===== src/hw/cache_pkg.sv =====
//////////////////////////////
// Shared sizes, enums and structs for the data cache
// Imported by every cache module and by the checker
//////////////////////////////

package cache_pkg;

    // Geometry
    localparam int ADDR_W  = 16;
    localparam int DATA_W  = 32;
    localparam int WAYS    = 4;
    localparam int SETS    = 16;
    localparam int WAY_W   = $clog2(WAYS);
    localparam int INDEX_W = $clog2(SETS);
    localparam int TAG_W   = ADDR_W - INDEX_W;
    localparam int PLRU_W  = WAYS - 1;

    typedef enum logic {
        OP_READ,
        OP_WRITE
    } cache_op_t;

    // Memory side sequencing
    typedef enum logic [2:0] {
        MS_IDLE,
        MS_WB,
        MS_WB_WAIT,
        MS_FILL,
        MS_FILL_WAIT
    } mem_state_t;

    typedef struct packed {
        cache_op_t           op;
        logic [ADDR_W-1:0]   addr;
        logic [DATA_W-1:0]   wdata;
    } cache_req_t;

    typedef struct packed {
        logic [DATA_W-1:0]   rdata;
        logic                hit;
    } cache_resp_t;

    // Victim data rides along so the memory stage needs no array access
    typedef struct packed {
        logic [ADDR_W-1:0]   fill_addr;
        logic                wb;
        logic [ADDR_W-1:0]   wb_addr;
        logic [DATA_W-1:0]   wb_data;
    } miss_req_t;

    typedef struct packed {
        logic [ADDR_W-1:0]   addr;
        logic [DATA_W-1:0]   data;
    } mem_wr_t;

endpackage


===== src/hw/cache_lookup_stage.sv =====
//////////////////////////////
// Lookup stage of the cache: captures a request, checks all ways,
// answers hits and hands misses to the memory stage
//////////////////////////////

module cache_lookup_stage
    import cache_pkg::*;
(
    input  logic                clk,
    input  logic                rst_n,
    input  logic                req_valid,
    input  cache_req_t          req,
    output logic                busy,
    output logic                resp_valid,
    output cache_resp_t         resp,
    output logic                miss_start,
    output miss_req_t           miss,
    input  logic                fill_valid,
    input  logic [DATA_W-1:0]   fill_data,
    output logic [31:0]         hit_count,
    output logic [31:0]         miss_count,
    output logic [31:0]         eviction_count
);

    // Tree step: root bit takes the half, leaf bit the way within it
    function automatic logic [PLRU_W-1:0] plru_touch(logic [PLRU_W-1:0] bits,
                                                     logic [WAY_W-1:0] way);
        logic [PLRU_W-1:0] nxt;
        nxt    = bits;
        nxt[0] = way[1];
        if (way[1]) begin
            nxt[2] = way[0];
        end else begin
            nxt[1] = way[0];
        end
        return nxt;
    endfunction

    function automatic logic [WAY_W-1:0] plru_victim(logic [PLRU_W-1:0] bits);
        logic [WAY_W-1:0] way;
        way[1] = ~bits[0];
        way[0] = way[1] ? ~bits[2] : ~bits[1];
        return way;
    endfunction

    logic [TAG_W-1:0]   tag_arr   [SETS][WAYS];
    logic [DATA_W-1:0]  data_arr  [SETS][WAYS];
    logic [WAYS-1:0]    valid_arr [SETS];
    logic [WAYS-1:0]    dirty_arr [SETS];
    logic [PLRU_W-1:0]  plru_arr  [SETS];

    cache_req_t          req_q;
    logic                lookup_q;
    logic                wait_fill;
    logic [WAY_W-1:0]    victim_q;

    logic                accept;
    logic [TAG_W-1:0]    lk_tag;
    logic [INDEX_W-1:0]  lk_index;
    logic                hit;
    logic [WAY_W-1:0]    hit_way;
    logic [WAY_W-1:0]    victim;
    logic                wb_needed;
    logic                is_write;
    logic                do_fill;

    assign accept              = req_valid && !busy;
    assign {lk_tag, lk_index}  = req_q.addr;
    assign is_write            = (req_q.op == OP_WRITE);
    assign do_fill             = wait_fill && fill_valid;
    assign victim              = plru_victim(plru_arr[lk_index]);
    assign wb_needed           = valid_arr[lk_index][victim] && dirty_arr[lk_index][victim];

    // Tag compare across the set
    always_comb begin
        hit     = 1'b0;
        hit_way = '0;
        for (int w = 0; w < WAYS; w++) begin
            if (valid_arr[lk_index][w] && tag_arr[lk_index][w] == lk_tag) begin
                hit     = 1'b1;
                hit_way = w[WAY_W-1:0];
            end
        end
    end

    // Request and response control
    always_ff @(posedge clk or negedge rst_n) begin
        if (!rst_n) begin
            busy       <= 1'b0;
            lookup_q   <= 1'b0;
            wait_fill  <= 1'b0;
            resp_valid <= 1'b0;
            miss_start <= 1'b0;
        end else begin
            resp_valid <= 1'b0;
            miss_start <= 1'b0;
            lookup_q   <= accept;
            if (accept) begin
                busy <= 1'b1;
            end
            if (lookup_q && hit) begin
                resp_valid <= 1'b1;
                busy       <= 1'b0;
            end else if (lookup_q) begin
                miss_start <= 1'b1;
                wait_fill  <= 1'b1;
            end
            if (do_fill) begin
                wait_fill  <= 1'b0;
                resp_valid <= 1'b1;
                busy       <= 1'b0;
            end
        end
    end

    // Captured request and outgoing payloads
    always_ff @(posedge clk) begin
        if (accept) begin
            req_q <= req;
        end
        if (lookup_q && hit) begin
            resp.rdata <= is_write ? req_q.wdata : data_arr[lk_index][hit_way];
            resp.hit   <= 1'b1;
        end else if (lookup_q) begin
            victim_q       <= victim;
            miss.fill_addr <= req_q.addr;
            miss.wb        <= wb_needed;
            miss.wb_addr   <= {tag_arr[lk_index][victim], lk_index};
            miss.wb_data   <= data_arr[lk_index][victim];
        end
        if (do_fill) begin
            resp.rdata <= is_write ? req_q.wdata : fill_data;
            resp.hit   <= 1'b0;
        end
    end

    // Tag and data storage
    always_ff @(posedge clk) begin
        if (lookup_q && hit && is_write) begin
            data_arr[lk_index][hit_way] <= req_q.wdata;
        end
        if (do_fill) begin
            tag_arr[lk_index][victim_q]  <= lk_tag;
            // Write miss data replaces the whole one-word line
            data_arr[lk_index][victim_q] <= is_write ? req_q.wdata : fill_data;
        end
    end

    // Line state, tree bits and counters
    always_ff @(posedge clk or negedge rst_n) begin
        if (!rst_n) begin
            valid_arr      <= '{default: '0};
            dirty_arr      <= '{default: '0};
            plru_arr       <= '{default: '0};
            hit_count      <= '0;
            miss_count     <= '0;
            eviction_count <= '0;
        end else begin
            if (lookup_q && hit) begin
                hit_count          <= hit_count + 32'd1;
                plru_arr[lk_index] <= plru_touch(plru_arr[lk_index], hit_way);
                if (is_write) begin
                    dirty_arr[lk_index][hit_way] <= 1'b1;
                end
            end else if (lookup_q) begin
                miss_count <= miss_count + 32'd1;
                if (wb_needed) begin
                    eviction_count <= eviction_count + 32'd1;
                end
            end
            if (do_fill) begin
                valid_arr[lk_index][victim_q] <= 1'b1;
                dirty_arr[lk_index][victim_q] <= is_write;
                plru_arr[lk_index]            <= plru_touch(plru_arr[lk_index], victim_q);
            end
        end
    end

endmodule


===== src/hw/cache_mem_stage.sv =====
//////////////////////////////
// Memory stage of the cache: write-back of a dirty victim,
// then the refill read, returned to the lookup stage
//////////////////////////////

module cache_mem_stage
    import cache_pkg::*;
(
    input  logic                clk,
    input  logic                rst_n,
    input  logic                miss_start,
    input  miss_req_t           miss,
    output logic                fill_valid,
    output logic [DATA_W-1:0]   fill_data,
    output logic                mem_wr_req,
    output mem_wr_t             mem_wr,
    input  logic                mem_wr_ack,
    output logic                mem_rd_req,
    output logic [ADDR_W-1:0]   mem_rd_addr,
    input  logic                mem_rd_valid,
    input  logic [DATA_W-1:0]   mem_rd_data
);

    mem_state_t  state;
    miss_req_t   miss_q;

    // Request pulses come straight from the state
    assign mem_wr_req  = (state == MS_WB);
    assign mem_rd_req  = (state == MS_FILL);
    assign mem_wr.addr = miss_q.wb_addr;
    assign mem_wr.data = miss_q.wb_data;
    assign mem_rd_addr = miss_q.fill_addr;

    always_ff @(posedge clk or negedge rst_n) begin
        if (!rst_n) begin
            state      <= MS_IDLE;
            fill_valid <= 1'b0;
        end else begin
            fill_valid <= 1'b0;
            case (state)
                MS_IDLE: begin
                    if (miss_start) begin
                        state <= miss.wb ? MS_WB : MS_FILL;
                    end
                end
                MS_WB: begin
                    state <= mem_wr_ack ? MS_FILL : MS_WB_WAIT;
                end
                MS_WB_WAIT: begin
                    // Refill read held back until the write-back is acknowledged
                    if (mem_wr_ack) begin
                        state <= MS_FILL;
                    end
                end
                MS_FILL, MS_FILL_WAIT: begin
                    if (mem_rd_valid) begin
                        state      <= MS_IDLE;
                        fill_valid <= 1'b1;
                    end else begin
                        state <= MS_FILL_WAIT;
                    end
                end
                default: begin
                    state <= MS_IDLE;
                end
            endcase
        end
    end

    always_ff @(posedge clk) begin
        if (state == MS_IDLE && miss_start) begin
            miss_q <= miss;
        end
        if (mem_rd_valid) begin
            fill_data <= mem_rd_data;
        end
    end

endmodule


===== src/hw/cache_top.sv =====
//////////////////////////////
// Cache top level, lookup stage feeding the memory stage
//////////////////////////////

module cache_top
    import cache_pkg::*;
(
    input  logic                clk,
    input  logic                rst_n,
    input  logic                req_valid,
    input  cache_req_t          req,
    output logic                busy,
    output logic                resp_valid,
    output cache_resp_t         resp,
    output logic                mem_wr_req,
    output mem_wr_t             mem_wr,
    input  logic                mem_wr_ack,
    output logic                mem_rd_req,
    output logic [ADDR_W-1:0]   mem_rd_addr,
    input  logic                mem_rd_valid,
    input  logic [DATA_W-1:0]   mem_rd_data,
    output logic [31:0]         hit_count,
    output logic [31:0]         miss_count,
    output logic [31:0]         eviction_count
);

    logic               miss_start;
    miss_req_t          miss;
    logic               fill_valid;
    logic [DATA_W-1:0]  fill_data;

    cache_lookup_stage u_lookup (
        .clk            (clk),
        .rst_n          (rst_n),
        .req_valid      (req_valid),
        .req            (req),
        .busy           (busy),
        .resp_valid     (resp_valid),
        .resp           (resp),
        .miss_start     (miss_start),
        .miss           (miss),
        .fill_valid     (fill_valid),
        .fill_data      (fill_data),
        .hit_count      (hit_count),
        .miss_count     (miss_count),
        .eviction_count (eviction_count)
    );

    cache_mem_stage u_mem (
        .clk          (clk),
        .rst_n        (rst_n),
        .miss_start   (miss_start),
        .miss         (miss),
        .fill_valid   (fill_valid),
        .fill_data    (fill_data),
        .mem_wr_req   (mem_wr_req),
        .mem_wr       (mem_wr),
        .mem_wr_ack   (mem_wr_ack),
        .mem_rd_req   (mem_rd_req),
        .mem_rd_addr  (mem_rd_addr),
        .mem_rd_valid (mem_rd_valid),
        .mem_rd_data  (mem_rd_data)
    );

endmodule


===== config.mk =====
export PLATFORM = sky130hd
export DESIGN_NAME = cache_top
export DESIGN_NICKNAME = d
export VERILOG_FILES = /design/src/hw/cache_pkg.sv /design/src/hw/cache_lookup_stage.sv /design/src/hw/cache_mem_stage.sv /design/src/hw/cache_top.sv
export SDC_FILE = /design/constraint.sdc
export NUM_CORES = 2
export LEC_CHECK = 0
export BUFFER_PORTS_ARGS = -buffer_cell sky130_fd_sc_hd__clkbuf_2
export CAP_MARGIN = 20
export CELL_PAD_IN_SITES_DETAIL_PLACEMENT = 1
export CELL_PAD_IN_SITES_GLOBAL_PLACEMENT = 2
export CORE_ASPECT_RATIO = 1.25
export CORE_MARGIN = 5
export CORE_UTILIZATION = 53
export CTS_BUF_LIST = sky130_fd_sc_hd__clkbuf_4 sky130_fd_sc_hd__clkbuf_8 sky130_fd_sc_hd__clkbuf_16
export CTS_CLUSTER_SIZE = 30
export DETAILED_ROUTE_END_ITERATION = 8
export PLACE_DENSITY = 0.83
export SKIP_CTS_REPAIR_TIMING = 1
export SLEW_MARGIN = 20
export SYNTH_ARGS = -nofsm -noshare
export SYNTH_HDL_FRONTEND = slang
export SYNTH_SLANG_ARGS = --single-unit

===== constraint.sdc =====
create_clock -name clk -period 10 [get_ports clk]
set_input_delay 0 -clock clk [delete_from_list [all_inputs] [get_ports clk]]
set_output_delay 0 -clock clk [all_outputs]
set_load 0.02 [all_outputs]

* Yosys cells after proc, flatten, opt, wreduce, memory -nomap -nowiden
Memory sizes are Yosys's and may differ from the RTL's. A register that Yosys moved wholly into a read port is not among the register bits.
Cells that the tools add are included.
** Storage, ports and cells
- Output and inout bits :: 197
- Memories :: 2
- RAM bits :: 2816
- Flip-flop bits (word level) :: 526
- Logic and storage cells :: 482
- Input port bits :: 86
** Cells by class
- Bitwise gates (word level) :: 138
- Order comparisons :: 12
- Add/sub/neg operators :: 3
- Mux-type cells :: 219
- Equality and inequality tests :: 11
- Reduce and logical (&&, ||, !) cells :: 25
** Memory list
- u_lookup.data_arr :: depth 16, bits a word 128, rd ports 1, clocked after Yosys merged registers in 1, write ports 1, line cache_lookup_stage.sv:47 : logic [DATA_W-1:0] data_arr [SETS][WAYS];
- u_lookup.tag_arr :: depth 16, bits a word 48, rd ports 1, clocked after Yosys merged registers in 1, write ports 1, line cache_lookup_stage.sv:46 : logic [TAG_W-1:0] tag_arr [SETS][WAYS];
** Operator list (number)
- $mux W128 :: 2
- $mux W32 :: 8
- $mux W64 :: 3
- $mux W1 :: 161
- $mux W48 :: 3
- $bmux W32 S2 :: 2
- $demux W32 S2 :: 2
- $or A1 B1 Y1 :: 128
- $or A64 B64 Y64 :: 2
- $add A32 B1 Y32 const B :: 3
- $bwmux W48 :: 2
- $mux W33 :: 2
- $bwmux W64 :: 1
- $eq A12 B12 Y1 :: 4
- $mux W12 :: 3
- $bmux W4 S4 :: 2
- $demux W4 S4 :: 2
- $mux W4 :: 8
- $bmux W12 S2 :: 1
- $demux W12 S2 :: 1
- $mux W3 :: 6
- $logic_and A1 B1 Y1 :: 15
- $bmux W3 S4 :: 1
- $demux W3 S4 :: 1
- other kinds (25) :: 45

* Depth between registers and ports, before layout
- Depth after elaboration :: 19
- Mapped depth :: 18

* Cells and area by module
From an unflattened synthesis, not the netlist that was laid out.
** Unflattened totals
- Cell total of the unflattened synthesis :: 6783
- Area total of the unflattened synthesis :: 134235.0 um^2
** By module, submodules not included
- cache_lookup_stage :: times used 1, cells an instance 6669, area an instance 131154.5 um^2
- cache_mem_stage :: times used 1, cells an instance 114, area an instance 3080.5 um^2

* Worst setup path after synthesis
No wires, ideal clock.
- Path type :: register to register
- Start point :: reg u_mem.state[2]
- End point :: reg u_mem.miss_q, in the netlist u_mem.mem_rd_addr[10] (enable)
- Path slack :: 3.132 ns
- Arrival time :: 6.242 ns
- Required time :: 9.374 ns
- Cell stages (with the launch flop) :: 2
- Cells stage by stage :: dfrtp_1 -> nor4_1
** Between the ends
- Word-level cells in the longest chain between the ends :: 2
** Ends and longest elaborated chain
- from (decl) :: line cache_mem_stage.sv:24 : mem_state_t state;
- from (signal assigned) :: line cache_mem_stage.sv:43 : state <= miss.wb ? MS_WB : MS_FILL;
- from (signal assigned) :: line cache_mem_stage.sv:47 : state <= mem_wr_ack ? MS_FILL : MS_WB_WAIT;
- $logic_not A3 Y1 :: line cache_mem_stage.sv:71 : if (state == MS_IDLE && miss_start) begin
- $logic_and A1 B1 Y1 :: line cache_mem_stage.sv:71
- to (signal assigned) :: line cache_mem_stage.sv:72 : miss_q <= miss;
- to (decl) :: line cache_mem_stage.sv:25 : miss_req_t miss_q;
No other way between the ends.
A chain may end at the register's enable or synchronous reset.

==> reports/metrics.csv <==
stage,metric,value,unit
power_and_ir_drop,peakVddDrop,198,uV
grt,grt_antenna_before_repair,38,
cells_and_area,layout_common_cells,"edfxtp_1, mux4_2, nand2_1",
clocking,cts_sinks,3338,
power_and_ir_drop,power_density,206,nW/um^2
floorplanning,coreArea,249000,sq um
placed_design,place_congestion,0.914,
routing,vias_per_cell,6.69,
routing,antenna_left,0,
grt,grt_pass1_wl,582000,um
critical_path,required,10.47,ns
worst_hold_path,hold_path_class,in -> reg,
routing,wirelength,422000,um
critical_path,cp_cell_sequence,"buf_4, mux4_2, mux2i_1, nor2_1, a31oi_1, xnor2_1, or3_1, nor3_4, buf_4, o41a_1, a31oi_4, buf_4, nor2_4, buf_4",
critical_path,max_stage_delay,0.89,ns
run_status,violations,hold timing,
synthesis,yosysWarnings,0,
floorplanning,die_w,457,um
floorplanning,initial_core_util,53.2,%
critical_path,path_buf_inv,4,
routing,dr.first_iter.drc_count,9383,
timing,hold_viol_final,1,
cells_and_area,area_growth,14.7,%
timing,maxSlewHeadroom,19.3,%
synthesis,synth_ff_type,edfxtp_1,
critical_path,crit_top_cell,buf_4,
synthesis,synth_area_leaders,"edfxtp_1, mux4_2, dfrtp_1",
cells_and_area,design_area,152000,sq um
timing,holdWs,-0.00201,ns
cells_and_area,layout_commonest_cell,edfxtp_1,
critical_path,arrival,7.38,ns
synthesis,syn_area_per_cell,20.2,sq um
clocking,cts_made_buffers,331,
floorplanning,dieArea,260000,sq um
routing,drc,0,
timing,setup_viol,0,
floorplanning,fp.dieH,569,um
grt,grt_pass1_vias,74100,
critical_path,critPathCaptureType,flip-flop,
clocking,cts_tree,built,
synthesis,synthCells,6576,
clocking,cts_root_buffer,clkbuf_16,
timing,finalClockSkew,0.0604,ns
grt,grt_max_degree,161,
timing,fin_crit_sh,69.1,%
cells_and_area,fin_nets,7290,
placed_design,postPlaceCellArea,139000,sq um
timing,finalCriticalPeriod,6.91,ns
placed_design,post-place-ws,3.19,ns
grt,grtUsageTotal,31.8,%
synthesis,yosysTopAreaCell,edfxtp_1,
clocking,clk_path_buf_depth,4,
synthesis,ys_ff_latch,3338,
placed_design,hpwl,256000,um
synthesis,ys_seq_area_share,74.5,%
synthesis,syn-num-nets,6665,
synthesis,synth_edf_count,3052,
clocking,path_clk_slew,0.06,ns
cells_and_area,drive_above_1_share,29.9,%
timing,rsz0062_at_grt,no,
timing,fin_ws,3.09,ns
floorplanning,io_pins,283,
timing,fin_setup_tns,0,ns
grt,gr-total-overflow,0,
critical_path,critPathKind,reg -> reg,
synthesis,synth_cell_types,82,
critical_path,start_kind,flip-flop,
floorplanning,floorplan.rows,205,
clocking,htree_levels,5,
run,drv_cap,0,
power_and_ir_drop,power.leakage,0.0508,uW
routing,drtPass1Iterations,5,
run_status,status,finished with violations,
synthesis,async_reset_ff_share,8.42,%
synthesis,yosysTopAreaCellShare,69.1,%
placed_design,port-buffer-count,282,
timing,tightest_slew,1.21,ns
synthesis,syn_area,133000,sq um
critical_path,critical_path.top_delay_family,buffers and inverters,
critical_path,cp_max_fo,64,
timing,fmax,145,MHz
timing,slew_violations,0,
clocking,clk_latency,0.90,ns
routing,num_vias,72300,
critical_path,cp_slowest_cell,o41a_1,
routing,wl_per_cell,39.0,um
## path summary, 6_finish.rpt
check / startpoint / end / slack, ns / depth (start not counted)
worst min register to register: u_lookup.miss[59]$_DFFE_PP_ / u_mem.mem_rd_addr[10]$_DFFE_PP_ / 0.42 / 0
worst max-delay path: flip-flop / u_lookup.data_arr[3][127]$_DFFE_PP_ / 3.09 / 14
max in group asynchronous: rst_n / u_lookup.valid_arr[25]$_DFFE_PN0P_ / 8.00 / 5
min in group asynchronous: rst_n / u_lookup.eviction_count[15]$_DFFE_PN0P_ / 0.33 / 4
worst min-delay path: mem_wr_ack / u_mem.state[0]$_DFFE_PN0P_ / -0.002 / 4
worst max register to register: flip-flop / u_lookup.data_arr[3][127]$_DFFE_PP_ / 3.09 / 14
## Yosys cell counts, types with 46 or more instances
master     instances
a21oi_1           50
a2bb2oi_1         48
a31oi_1           61
buf_1             68
buf_2             84
clkbuf_1         186
dfrtp_1          281
edfxtp_1        3052
inv_1             46
mux2_2           115
mux2i_1          213
mux4_2           838
nand2_1          407
nand3_1           67
nor2_1           197
o21ai_0           81
or2_2             52
xnor2_1           54
xor2_1            87
## per-layer routing
metal	vias up	share of wire [%]	wire length [um]	GRT usage (%)
met4	6	8.1	34200	20.7
met5	-	0.045	188	0
li1	28100	-	-	-
met3	1100	9.5	40000	6.90
met2	4744	49	207000	51.8
met1	38400	33	140000	38.7
## worst reg2reg max path, cell delays in order (launching register included)
cell,delay (ns)
dfxtp_4,0.76
buf_4,0.88
mux4_2,0.62
mux2i_1,0.17
nor2_1,0.07
a31oi_1,0.40
xnor2_1,0.18
or3_1,0.45
nor3_4,0.23
buf_4,0.50
o41a_1,0.92
a31oi_4,0.23
buf_4,0.36
nor2_4,0.14
buf_4,0.60
## flip-flops by register name (all words and copies together), names as in the netlist, 32 cells and up, named ones only
register	cells
u_lookup.data_arr	2048
u_lookup.dirty_arr	64
u_lookup.eviction_count	32
u_lookup.hit_count	32
u_lookup.miss	61
u_lookup.miss_count	32
u_lookup.plru_arr	48
u_lookup.req_q	32
u_lookup.resp	33
u_lookup.tag_arr	768
u_lookup.valid_arr	64
u_mem.fill_data	32
u_mem.mem_wr	48
## report_power, final
part           total [uW]  switching, uW  internal [uW]  leakage, uW
combinational        2800           1770           1030       0.0139
clock               12900           5430           7510      0.00553
sequential          15700            253          15400       0.0314
## through the flow
step,cells,total power [uW],util (%)
floorplan,6576,17400,-
global placement,9998,18500,55.7
detailed placement,10000,18600,55.8
CTS,10600,31400,60.3
global route,10800,32200,61.0
finish,10800,31400,61.0
## kinds of logic after synthesis
family / count (synthesis) / share of synthesized area (%)
compound gates: 504 / 2.70
xor+xnor: 141 / 0.931
fa+ha+maj: 3 / 0.0283
buf+inv: 439 / 1.53
flops: 3338 / 74.5
mux: 1168 / 16.8
simple gates: 983 / 3.50
## area by class of cell
class	instances	area, sq um
inverter	49	194
tap	3312	4140
antenna	38	95.1
clock buffer	417	9130
fill	20800	97200
clock inverter	182	2060
timing repair buffer	682	5170
sequential	3338	98800
multi-input combinational	2799	32600
(Power assumes the default switching activity.)
